**src/interrupt_control_unit.sv**
```systemverilog
`timescale 1ns/100ps

module interrupt_control_unit (
    input  logic clk_i
  , input  logic rst_n_i

  , input  logic rx_avail_i
  , input  logic tx_free_i
  , input  logic tx_int_clear_i
  , input  logic rx_int_en_i
  , input  logic rx_int_en_valid_i
  , input  logic tx_int_en_i
  , input  logic tx_int_en_valid_i

  , output logic rx_pending_o
  , output logic tx_pending_o
  , output logic rx_interrupt_o
  , output logic tx_interrupt_o
);

  logic tx_free_q;
  logic rx_en_q;
  logic tx_en_q;

  // the sender is idle out of reset, so no edge is seen then.
  always_ff @(posedge clk_i or negedge rst_n_i) begin
    if (!rst_n_i) begin
      tx_free_q      <= 1'b1;
      rx_pending_o   <= 1'b0;
      tx_pending_o   <= 1'b0;
      rx_en_q        <= 1'b0;
      tx_en_q        <= 1'b0;
      rx_interrupt_o <= 1'b0;
      tx_interrupt_o <= 1'b0;
    end else begin
      tx_free_q    <= tx_free_i;
      rx_pending_o <= rx_avail_i;
      if (tx_free_i && !tx_free_q) begin
        tx_pending_o <= 1'b1;
      end else if (tx_int_clear_i) begin
        tx_pending_o <= 1'b0;
      end
      if (rx_int_en_valid_i) begin
        rx_en_q <= rx_int_en_i;
      end
      if (tx_int_en_valid_i) begin
        tx_en_q <= tx_int_en_i;
      end
      rx_interrupt_o <= rx_pending_o && rx_en_q;
      tx_interrupt_o <= tx_pending_o && tx_en_q;
    end
  end

endmodule

```
**config.mk**
```make
export PLATFORM = sky130hd
export DESIGN_NAME = interrupt_control_unit
export DESIGN_NICKNAME = d
export VERILOG_FILES = /design/src/interrupt_control_unit.sv
export SDC_FILE = /design/constraint.sdc
export NUM_CORES = 1
export LEC_CHECK = 0
export BUFFER_PORTS_ARGS = -buffer_cell sky130_fd_sc_hd__buf_2
export CAP_MARGIN = 20
export CORE_AREA = 10 10 47 49
export CTS_BUF_LIST = sky130_fd_sc_hd__clkbuf_4
export DETAILED_ROUTE_END_ITERATION = 6
export DIE_AREA = 0 0 57 59
export PLACE_DENSITY = 0.49
export SLEW_MARGIN = 10
export SYNTH_ARGS = -nofsm -noshare
export SYNTH_HDL_FRONTEND = slang
export SYNTH_SLANG_ARGS = --single-unit
```
**constraint.sdc**
```tcl
create_clock -name clk_i -period 0.9 [get_ports clk_i]
set_input_delay 0.045 -clock clk_i [delete_from_list [all_inputs] [get_ports clk_i]]
set_output_delay 0.045 -clock clk_i [all_outputs]
set_load 0.005 [all_outputs]
```
# Word-level counts from Yosys, hierarchy flattened
# Cells that the tools add are included.
[totals] ff_bits=7 out_inout_bits=4
[classes] muxes=2 reduce_logical=5
[ops] cell="logical AND 1 bit" n=3
[ops] cell="two-way mux 1 bit" n=2
[ops] cell="nonzero test 2 bit" n=1
[ops] cell="logical NOT 1 bit" n=1

# Longest topological paths before layout
[logic_depth] word_depth=3 mapped_depth=2 mapped_depth_nobuf=2

# Worst setup path before layout
# Ideal clock, no wire load.
[synth_path] path_kind="register to register" startpoint="register rx_en_q (netlist name)" endpoint="register rx_en_q" setup_ps=125 arrival_time_ps=599 required_ps=775 slack_ps=176 path_stages_with_launch=2 synth_period_minus_slack_ps=724 path_cell_list="dfrtp_1 > mux2_4"
[synth_lines] element="end signal, assigned" line="44" rtl="rx_en_q <= rx_int_en_i;"
[synth_lines] element="end, declared" line="22" rtl="logic rx_en_q;"

# Worst setup path after layout
[layout_path] startpoint="register tx_pending_o" endpoint="output port tx_pending_o"
[layout_lines] element="start, declared" line="16" rtl=", output logic tx_pending_o"
[layout_lines] element="start signal, assigned" line="30" rtl="tx_pending_o <= 1'b0;"
[layout_lines] element="start signal, assigned" line="39" rtl="tx_pending_o <= 1'b1;"
[layout_lines] element="start signal, assigned" line="41" rtl="tx_pending_o <= 1'b0;"
# No word-level cell between the ends.

==> results.json <==
{
  "rr_worst_depth": 1,
  "critPathBufInv": 1,
  "maxCapViolCount": 0,
  "final_report_max_slew_violation_count": 0,
  "fraction_of_layout_cells_with_a_size_suffix_above_1_pct": 55.9,
  "worst-slew-pin-transition_ns": 0.156,
  "start_util_pct": 16.6,
  "r2r_slack_ns": 0.14,
  "mappedNetlistArea_um2": 233,
  "reg2reg_end": "tx_en_q",
  "layout.filler_cells": 148,
  "r2r_start": "tx_en_q",
  "port_buffers": 12,
  "synth_most_common_cell": "sky130_fd_sc_hd__dfrtp_1",
  "run_status": "completed",
  "seq_power_share_pct": 47.4,
  "synth_top_cells_by_count": "6 x sky130_fd_sc_hd__dfrtp_1, 2 x sky130_fd_sc_hd__and2_1, 2 x sky130_fd_sc_hd__inv_1, 2 x sky130_fd_sc_hd__mux2_4",
  "timing.final.crit_share_pct": 90.8,
  "crit_path_top_delay_cell": "sky130_fd_sc_hd__dfrtp_1",
  "edff_count_synth": 0,
  "floorplan.die.height_um": 59,
  "number_of_antenna_violations_at_the_first_check_in_global_routing": 0,
  "mappedNetlistNets": 23,
  "hp-class": "in2reg",
  "setup_total_negative_slack_ns": 0,
  "final_cell_count_no_fill": 50,
  "timing_hold_violations_final": 0,
  "async_flop_share_pct": 100,
  "cts-buffers-inserted": 3,
  "die-width_um": 57,
  "detailedRoute.firstPassIterationCount": 2,
  "fin_nets": 44,
  "area_growth_pct": 64.5,
  "finalWirelength_um": 563,
  "worst_setup_hold_path_clk_slew_ns": 0.05,
  "placed_cells_incl_taps": 42,
  "clk_path_buf_depth": 2,
  "timing.critical_path.arrival_ns": 0.77,
  "worst_slew_margin_rel_pct": 89.6,
  "detailroute.via_count": 191,
  "wl_per_cell_um": 11.3,
  "end_kind": "output port",
  "gp_congestion": 0.646,
  "clock_sinks": 7,
  "total_power_uw": 745,
  "coreArea_um2": 1400,
  "top_level_ports": 13,
  "start_kind": "flop",
  "dominantRegCellSynth": "sky130_fd_sc_hd__dfrtp_1",
  "synth.ff_latch_count": 7,
  "worst_ir_drop_vdd_uv": 823,
  "cp_data_required_time_ns": 0.85,
  "grt-ovfl-total": 0,
  "cts_tree": "built",
  "post-synth-top-area-fraction_pct": 64.5,
  "die_area_um2": 3360,
  "cts-htree-levels": 1,
  "yosysWarningCount": 0,
  "largest_fanout_on_the_critical_path": 3,
  "timing.critical_path.cells": "buf_2",
  "comb_power_share_pct": 10.5,
  "grt_pass1_wl_um": 903,
  "average_size_of_a_mapped_cell_um2": 16.6,
  "path_delay_family": "flip-flops",
  "layout_min_cycle_time_ns": 0.817,
  "synth_area_leader_cell": "sky130_fd_sc_hd__dfrtp_1",
  "leakagePower_nw": 0.201,
  "grt_setup_unrepaired": "false",
  "max_stage_delay_ns": 0.39,
  "antenna_violating_nets_post_route": 0,
  "grt_start_max_net_pins": 8,
  "root_buffer": "sky130_fd_sc_hd__clkbuf_4",
  "antenna-diode-count": 0,
  "detail_route.drc_violations": 0,
  "whs_path_depth": 2,
  "vias_in_the_first_global_route": 205,
  "intPower_uw": 593,
  "power.density_nw_per_um2": 1950,
  "clock.fmax_mhz": 1220,
  "postSynthCellCount": 14,
  "fin_worst_skew_ns": 0.00558,
  "via_density": 3.82,
  "drt-initial-drc-count": 1,
  "timing.hold.worst.start": "tx_int_en_i",
  "report.final.setup_viol": 0,
  "synth.lib_cells_used.distinct": 6,
  "clock_network_fraction_of_total_power_pct": 42.1,
  "worst_hold_path.endpoint": "tx_en_q",
  "critical_path_class": "reg2out",
  "row_count": 14,
  "global_route.usage.total_pct": 3.69,
  "clkLatencyLatePin_ns": 0.25,
  "yosysSeqAreaShare_pct": 75.8,
  "switching_share_pct": 20.4,
  "p_switching_uw": 152,
  "synth_top_area_cells": "sky130_fd_sc_hd__dfrtp_1 65%, sky130_fd_sc_hd__mux2_4 13%, sky130_fd_sc_hd__dfstp_2 11%, sky130_fd_sc_hd__and2_1 5.4%, sky130_fd_sc_hd__inv_1 3.2%"
}
## area by class of cell
cell class | count | area (um2) | share of cell area [%]
multi-input cells | 5 | 48.8 | 12.7
inverters | 2 | 7.51 | 1.96
well taps | 16 | 20.0 | 5.23
flip-flops and latches | 7 | 176 | 46.1
repair buffers | 16 | 100 | 26.1
clock buffers | 4 | 30.0 | 7.84
## cell families (layout without fill, tap and decap cells)
family | after synthesis | in the layout | share of synthesized area (%)
buffers and inverters | 2 | 22 | 3.23
and+or+nand+nor | 2 | 2 | 5.38
DFF | 7 | 7 | 75.8
AOI/OAI and AO/OA | 1 | 1 | 2.69
muxes | 2 | 2 | 12.9
## through the flow
stage	setup WS, ns	hold slack, ns	utilization, %	instance area, um2
global placement	0.164	-0.126	22.3	313
floorplan	0.176	-0.251	-	233
detailed placement	0.159	-0.117	22.3	313
global route	0.0453	0.0126	27.3	383
CTS	0.0623	0.0142	27.3	383
finish	0.0828	0.0243	27.3	383
## layer usage
metal / up-vias / global-route usage, % / share of wire (%)
li1: 85 / - / -
met1: 87 / 4.32 / 51
met2: 17 / 3.88 / 35
met3: 2 / 3.86 / 13
met4: 0 / 2.01 / 1.1
met5: - / 0 / 0
## registers in the layout (all words and copies together), names as in the netlist
signal and count:
rx_en_q 1, rx_interrupt_o 1, rx_pending_o 1, tx_en_q 1, tx_free_q 1, tx_interrupt_o 1, tx_pending_o 1
## power by group through the flow
stage          Clock [mW]  Combinational [mW]  Sequential [mW]
2_1_floorplan           0              0.0240            0.357
4_1_cts             0.334              0.0797            0.353
3_5_place_dp            0              0.0664            0.358
3_3_place_gp            0              0.0655            0.356
5_1_grt             0.351              0.0880            0.355
6_report            0.314              0.0781            0.353
## cells in the final DEF, fill, tap and decap left out, drive strengths merged
cell,instances
and2,2
buf,12
clkbuf,4
dfrtp,6
dfstp,1
dlygate4sd3,4
inv,2
mux2,2
o22ai,1
## timing repair
action,in CTS,in global routing
buffers inserted,0,0
hold buffers,4,0
endpoints found under the hold margin,10,0
resized for setup,0,0
## worst max-delay path by stage
| stage | from | endpoint | cells after the start |
|---|---|---|---|
| 2_1_floorplan | rx_en_q | rx_en_q | 1 |
| 3_3_place_gp | rx_en_q | rx_en_q | 1 |
| 3_5_place_dp | tx_en_q | tx_en_q | 1 |
| 4_1_cts | tx_pending_o | tx_pending_o | 1 |
| 5_1_grt | tx_pending_o | tx_pending_o | 1 |
| 6_report | tx_pending_o | tx_pending_o | 1 |
No activity file was read; power rests on OpenSTA's default activity.
