--- config.mk ---
export PLATFORM = sky130hd
export DESIGN_NAME = ethernet_control_unit
export DESIGN_NICKNAME = d
export VERILOG_FILES = /design/src/eth_ctrl_pkg.sv /design/src/ethernet_control_unit.sv
export SDC_FILE = /design/constraint.sdc
export NUM_CORES = 1
export LEC_CHECK = 0
export BUFFER_PORTS_ARGS = -buffer_cell sky130_fd_sc_hd__buf_2
export CAP_MARGIN = 0
export CORE_AREA = 2 2 86 88
export CTS_CLUSTER_DIAMETER = 40
export DETAILED_ROUTE_END_ITERATION = 10
export DIE_AREA = 0 0 88 90
export GPL_ROUTABILITY_DRIVEN = 0
export PLACE_DENSITY = 0.72
export SYNTH_ARGS = -nofsm -noshare
export SYNTH_HDL_FRONTEND = slang
export SYNTH_SLANG_ARGS = --single-unit
export TNS_END_PERCENT = 10
--- constraint.sdc ---
create_clock -name clk_i -period 0.96 [get_ports clk_i]
set_input_delay 0.096 -clock clk_i [delete_from_list [all_inputs] [get_ports clk_i]]
set_output_delay 0.096 -clock clk_i [all_outputs]
set_load 0.05 [all_outputs]
--- src/eth_ctrl_pkg.sv ---
package eth_ctrl_pkg;

  localparam int eth_data_width = 32;
  localparam int eth_keep_width = eth_data_width / 8;
  localparam int eth_addr_width = 14;
  localparam int eth_max_mtu    = 2048;

  // sized to hold eth_max_mtu itself.
  typedef logic [$clog2(eth_max_mtu+1)-1:0] pkt_size_t;
  typedef logic [$clog2(eth_max_mtu)-1:0]   pkt_addr_t;

  // register map, byte offsets on the register port.
  typedef enum logic [eth_addr_width-1:0] {
    reg_rx_buf     = 14'h0000,
    reg_tx_buf     = 14'h0800,
    reg_rx_size    = 14'h1000,
    reg_rx_ack     = 14'h1004,
    reg_tx_size    = 14'h1008,
    reg_tx_send    = 14'h100C,
    reg_rx_pending = 14'h1010,
    reg_tx_pending = 14'h1014,
    reg_rx_int_en  = 14'h1018,
    reg_tx_int_en  = 14'h101C,
    reg_debug      = 14'h1020
  } eth_reg_e;

  // user flags a bad frame on receive.
  typedef struct packed {
    logic [eth_data_width-1:0] data;
    logic [eth_keep_width-1:0] keep;
    logic                      last;
    logic                      user;
  } eth_beat_t;

  typedef struct packed {
    logic                      valid;
    pkt_addr_t                 addr;
    logic [eth_data_width-1:0] data;
    logic [eth_keep_width-1:0] mask;
  } pkt_wr_t;

  typedef enum logic {
    tx_idle,
    tx_stream
  } tx_state_e;

  typedef enum logic [1:0] {
    rx_collect,
    rx_hold,
    rx_drop
  } rx_state_e;

endpackage

--- src/ethernet_control_unit.sv ---
`timescale 1ns/100ps

module ethernet_control_unit #(
    parameter int eth_mtu_p = 2048
)
(
    input  logic                                      clk_i
  , input  logic                                      rst_n_i

  , input  logic [eth_ctrl_pkg::eth_addr_width-1:0]   addr_i
  , input  logic                                      write_en_i
  , input  logic                                      read_en_i
  , input  logic [eth_ctrl_pkg::eth_keep_width-1:0]   write_mask_i
  , input  logic [eth_ctrl_pkg::eth_data_width-1:0]   write_data_i
  , output logic [eth_ctrl_pkg::eth_data_width-1:0]   read_data_o

  , output eth_ctrl_pkg::pkt_wr_t                     tx_wr_o
  , output eth_ctrl_pkg::pkt_size_t                   tx_size_o
  , output logic                                      tx_size_valid_o
  , output logic                                      tx_send_o
  , output logic                                      rx_ack_o
  , output eth_ctrl_pkg::pkt_addr_t                   rx_raddr_o
  , output logic                                      rx_rvalid_o
  , output logic                                      tx_int_clear_o
  , output logic                                      rx_int_en_o
  , output logic                                      rx_int_en_valid_o
  , output logic                                      tx_int_en_o
  , output logic                                      tx_int_en_valid_o

  , input  logic [eth_ctrl_pkg::eth_data_width-1:0]   rx_rdata_i
  , input  logic                                      rx_avail_i
  , input  eth_ctrl_pkg::pkt_size_t                   rx_size_i
  , input  logic [7:0]                                rx_drop_count_i
  , input  logic                                      rx_pending_i
  , input  logic                                      tx_pending_i
);

  localparam int paddr_w_lp = $bits(eth_ctrl_pkg::pkt_addr_t);

  logic [eth_ctrl_pkg::eth_addr_width-1:0] rx_off;
  logic [eth_ctrl_pkg::eth_addr_width-1:0] tx_off;
  logic                                    in_rx_buf;
  logic                                    in_tx_buf;

  logic [eth_ctrl_pkg::eth_data_width-1:0] reg_rdata;
  logic [eth_ctrl_pkg::eth_data_width-1:0] reg_rdata_q;
  logic                                    sel_buf_q;

  // offsets wrap below the base, so one compare bounds each window.
  assign rx_off    = addr_i - eth_ctrl_pkg::reg_rx_buf;
  assign tx_off    = addr_i - eth_ctrl_pkg::reg_tx_buf;
  assign in_rx_buf = rx_off < eth_ctrl_pkg::eth_addr_width'(eth_mtu_p);
  assign in_tx_buf = tx_off < eth_ctrl_pkg::eth_addr_width'(eth_mtu_p);

  // transmit buffer writes, word aligned.
  assign tx_wr_o.valid = write_en_i && in_tx_buf;
  assign tx_wr_o.addr  = {tx_off[paddr_w_lp-1:2], 2'b00};
  assign tx_wr_o.data  = write_data_i;
  assign tx_wr_o.mask  = write_mask_i;

  assign tx_size_o       = write_data_i[$bits(eth_ctrl_pkg::pkt_size_t)-1:0];
  assign tx_size_valid_o = write_en_i && (addr_i == eth_ctrl_pkg::reg_tx_size);
  assign tx_send_o       = write_en_i && (addr_i == eth_ctrl_pkg::reg_tx_send);
  assign rx_ack_o        = write_en_i && (addr_i == eth_ctrl_pkg::reg_rx_ack);
  assign tx_int_clear_o  = write_en_i && (addr_i == eth_ctrl_pkg::reg_tx_pending);

  assign rx_int_en_o       = write_data_i[0];
  assign rx_int_en_valid_o = write_en_i && (addr_i == eth_ctrl_pkg::reg_rx_int_en);
  assign tx_int_en_o       = write_data_i[0];
  assign tx_int_en_valid_o = write_en_i && (addr_i == eth_ctrl_pkg::reg_tx_int_en);

  // receive buffer reads are registered inside the receiver.
  assign rx_raddr_o  = {rx_off[paddr_w_lp-1:2], 2'b00};
  assign rx_rvalid_o = read_en_i && in_rx_buf;

  always_comb begin
    reg_rdata = '0;
    case (addr_i)
      eth_ctrl_pkg::reg_rx_size: begin
        if (rx_avail_i) begin
          reg_rdata = eth_ctrl_pkg::eth_data_width'(rx_size_i);
        end
      end
      eth_ctrl_pkg::reg_rx_pending: reg_rdata = eth_ctrl_pkg::eth_data_width'(rx_pending_i);
      eth_ctrl_pkg::reg_tx_pending: reg_rdata = eth_ctrl_pkg::eth_data_width'(tx_pending_i);
      eth_ctrl_pkg::reg_debug:      reg_rdata = eth_ctrl_pkg::eth_data_width'(rx_drop_count_i);
      default:                      reg_rdata = '0;
    endcase
  end

  // both sources hold their value until the next read.
  always_ff @(posedge clk_i or negedge rst_n_i) begin
    if (!rst_n_i) begin
      sel_buf_q   <= 1'b0;
      reg_rdata_q <= '0;
    end else if (read_en_i) begin
      sel_buf_q   <= in_rx_buf;
      reg_rdata_q <= reg_rdata;
    end
  end

  assign read_data_o = sel_buf_q ? rx_rdata_i : reg_rdata_q;

endmodule

==> Word-level counts from Yosys, hierarchy flattened <==
Cells that the tools add are included.
{ "op_classes": {"n_lt_le_gt_ge": 2, "muxes": 3, "mul": 0, "n_shift": 0, "n_addsub": 1, "n_reduce_logical": 8, "eq_ne": 9, "n_bitwise": 0, "div": 0} }
{ "op_table": {"columns": ["operator", "n"], "rows": [
  ["$pmux 32 s4", 1],
  ["$eq 14x13->1 const B", 9],
  ["$mux 32", 1],
  ["$lt 14x12->1 const B", 2],
  ["$sub 14x12->14 const B", 1],
  ["$mux 12", 1],
  ["$logic_and 1x1->1", 8]
]} }
{ "word_totals": {"output_inout_bits": 112, "register_bits": 33, "latch_bits": 0, "ramBits": 0, "inputBits": 109, "romBits": 0, "memories": 0} }

==> Logic depth before layout (Yosys ltp) <==
{ "depth": {"depth_word": 3, "ltp_mapped": 4} }

==> Least setup slack after synthesis <==
No wires, ideal clock.
{ "synth_timing": {"path_type": "input to register", "from": "input read_en_i", "to": "register sel_buf_q", "path_stages": 4, "arrival_time_ns": 2.055, "setup_slack_ns": -1.168, "n_path_buf": 1, "cell_sequence": "buf_4 > clkinv_1 > nor4_1 > a21o_1"} }
{ "synth_rtl": {"columns": ["element", "line", "rtl"], "rows": [
  ["start, declared", "ethernet_control_unit.sv:12", ", input logic read_en_i"],
  ["end signal, assigned", "ethernet_control_unit.sv:97", "sel_buf_q <= in_rx_buf;"],
  ["end, declared", "ethernet_control_unit.sv:47", "logic sel_buf_q;"]
]} }

==> Worst setup path after layout <==
{ "layout_timing": {"from": "register sel_buf_q", "to": "output read_data_o[0] (netlist bit)"} }
{ "layout_via": {"elab_chain_cells": 1} }
{ "layout_lines": {"columns": ["element", "line", "rtl"], "rows": [
  ["$mux 32", "ethernet_control_unit.sv:102", "assign read_data_o = sel_buf_q ? rx_rdata_i : reg_rdata_q;"],
  ["end, declared", "ethernet_control_unit.sv:15", ", output logic [eth_ctrl_pkg::eth_data_width-1:0] read_data_o"]
]} }
No other way between the ends.

==> run summary <==
Status = complete, but fails checks
Failing checks = negative setup slack
Critical path's largest stage delay = 440 ps
R2R cell count = 3
Final WS setup = -506 ps
Crit path launch type = register
Internal Dissipation = 0.00129 W
Ant diodes = 0
Min-Delay Path Class = in -> reg
Peak supply drop = 0.216 mV
Nets = 402
Grt ovf = 0
Pre-CTS setup slack = -417 ps
Area grow syn2layout = 64.9%
Max-cap violation count = 0
R2R Path End = reg_rdata_q[0]
Total GRT Usage = 12.5%
Crit-path max FO = 3
Hold Crit Start = rx_size_i[9]
Share of cells above drive strength 1 = 76.3%
ANT nets after route = 0
Initial core utilization = 23.7%
Reg power frac = 26.1%
PwrDens = 774 nW/µm²
Yosys warns = 0
Sequential-to-total area share from yosys stat = 19.5%
Skew-Pair Late Insertion Delay = 240 ps
Metal3 WL = 479 µm
Cells after synthesis = 198
P_leak = 1.36 nW
Critical Setup Path Class = reg -> out
DRC = 0
Most common cell on crit path = buf_6
CTS Buf Count = 3
DR vias/cell = 4.20
Synthesized area = 1670 µm²
Comb power frac = 51.0%
Final Max Slew Viols = 0
R2R Path Start = reg_rdata_q[0]
Cell taking the most area after synthesis = buf_4
Critical Path, Cell by Cell = buf_6, buf_6, mux2_4, buf_8
Largest net degree at the start of global routing = 16
Chip Height = 90 µm
Top post-synthesis cells by area = buf_4 (33%), dfrtp_1 (20%), and2_1 (7.5%)
H-tree lvl count = 1
Mean Syn Cell Area = 8.41 µm²
Clk network pwr share = 22.9%
Critical path endpoint category = output pin
Slowest library cell on the worst path = dfrtp_2
Count of final setup violators = 40
Initial antenna violation count = 0
CP Data Required Time = 860 ps
Die width = 88 µm
DR WL/cell = 13.6 µm
RSZ-0062 raised after global routing = yes
Die area = 7920 µm²
Hold Vio Cnt, Final = 0
Pre-Repair DR Iteration Count = 4
Hold Path End = reg_rdata_q[9]
NetSw = 0.000834 W
Yosys cell types = 35
Fmax achieved = 682 MHz
Top-Level Pins = 221
Metal-1 WL = 1910 µm
First-pass GRT wire length = 7770 µm
Highest routed layer = met4
Root buffer selected by CTS = clkbuf_8
Min-Delay Path Depth = 3
Total Wirelength = 5300 µm
Clk buf depth = 2
Sw Share = 39.3%
Register-to-register setup slack = 0 ps
Synth top area share = 32.9%
Post-Route Setup TNS = -15180 ps
Port Buf Inserts = 130
Vias in the first global route = 1611
CTS tree = built
Vias = 1639
Tot Pwr = 0.00212 W
Synthesis-stage register bit count = 13
Tmin final = 1470 ps
Skew final = 0 ps
Fin cells = 390
DRT iter0 DRCs = 42
HPWL Detailed = 4220 µm
Inst Count DP = 379
Fin crit share = 153%
CTS clk-pin slew, worst paths = 60 ps
Met2 Wirelength = 2830 µm
Clock sink count = 13
WP data arrival = 1370 ps
Core footprint = 7020 µm²
Core Rows = 31
-- sequential cells by signal, summed over array words and instances, names as in the netlist --
signal,cells
sel_buf_q,1
reg_rdata_q,12
-- layer usage --
layer / vias to the layer above / track usage, %
li1: 781 / -
met1: 741 / 13.0
met2: 104 / 24.1
met3: 13 / 2.02
met4: 0 / 4.87
met5: - / 0
-- placed cells by master (no fill, tap or decap), types with 2 or more instances in the layout --
cell and n:
buf_2 87, buf_6 49, buf_4 24, and2_2 14, dfrtp_1 12, inv_1 11, a22oi_1 7, mux2_2 6
and2_4 6, o2bb2ai_1 5, o22ai_1 4, conb_1 4, nand2_1 3, o21ai_4 3, nor4b_4 3, nor4_4 3
nand4b_1 3, nor2_1 3, nor2_4 3, nor2_2 3, clkbuf_8 3, buf_8 3, o21ai_2 2, nand2_2 2
nand3_1 2, nand4_4 2, nor2b_1 2, a21o_1 2
-- cells in the mapped netlist (all sizes together) --
library cell,number
nor2b,2
nand4bb,2
conb,1
o22ai,5
o21ai,5
a21o,2
nor4bb,1
a22oi,7
ha,1
a311oi,1
mux2i,1
nand2,5
nor2,9
inv,11
clkinv,1
mux2,7
clkbuf,4
a41oi,1
a21oi,1
nand4,3
buf,76
nand4b,3
nor4,3
xor2,1
and2,20
nor4b,4
nand3,2
dfrtp,13
o2bb2ai,6
-- worst max-delay path, delay by kind of cell (launching register included) --
kind / cells / cell delay, ps
buf+inv: 3 / 390
flops: 1 / 440
mux: 1 / 300
-- power groups by stage --
stage | sequential [W] | clock [W] | combinational [W]
2_1_floorplan | 0.000562 | 0 | 0.00119
6_report | 0.000555 | 0.000487 | 0.00108
3_3_place_gp | 0.000564 | 0 | 0.000908
5_1_grt | 0.000555 | 0.000530 | 0.00114
4_1_cts | 0.000555 | 0.000508 | 0.00107
3_5_place_dp | 0.000563 | 0 | 0.000919
-- cell families after synthesis --
kind of cell	share of synthesized area, %
muxes	5.33
DFF	19.5
other	0.225
and+or+nand+nor	24.3
buffers and inverters	37.4
adders and majority gates	0.751
AOI/OAI and AO/OA	11.9
xor gates and xnor gates	0.526
-- layout make-up --
cell class | instances | area [µm²]
inverter | 12 | 57.6
timing repair buffer | 166 | 1270
multi-input combinational | 96 | 923
tap | 99 | 124
clock buffer | 4 | 45.0
fill | 687 | 4270
sequential | 13 | 327
-- through the flow --
stage / area, µm² / util (%) / hold slack [ps]
5_1_grt: 2750 / 39.1 / 86.2
3_3_place_gp: 2220 / 31.6 / 0.965
6_report: 2750 / 39.1 / 75.5
4_1_cts: 2700 / 38.4 / 70.7
2_1_floorplan: 1830 / - / -200
3_5_place_dp: 2220 / 31.6 / 3.77
-- how the worst max path moves through the flow --
| stage | cells past startpoint | slack (ps) | end | from |
|---|---|---|---|---|
| after global placement | 6 | -390 | rx_ack_o | addr_i[6] |
| after detailed placement | 7 | -420 | rx_int_en_valid_o | addr_i[6] |
| final | 4 | -510 | read_data_o[0] | sel_buf_q |
| after CTS | 4 | -520 | read_data_o[0] | sel_buf_q |
| after floorplan | 3 | -300 | rx_ack_o | addr_i[11] |
| after global routing | 5 | -550 | read_data_o[4] | sel_buf_q |
-- timing repair --
action,4_1_cts,5_1_grt
cloned,1,0
hold buffers,1,0
setup buffers,5,0
pin swaps,9,1
gates resized for setup,110,7
setup endpoints to repair,45,52
endpoints found under the hold margin,13,0
Note: power is estimated with default switching activity, not from simulation.
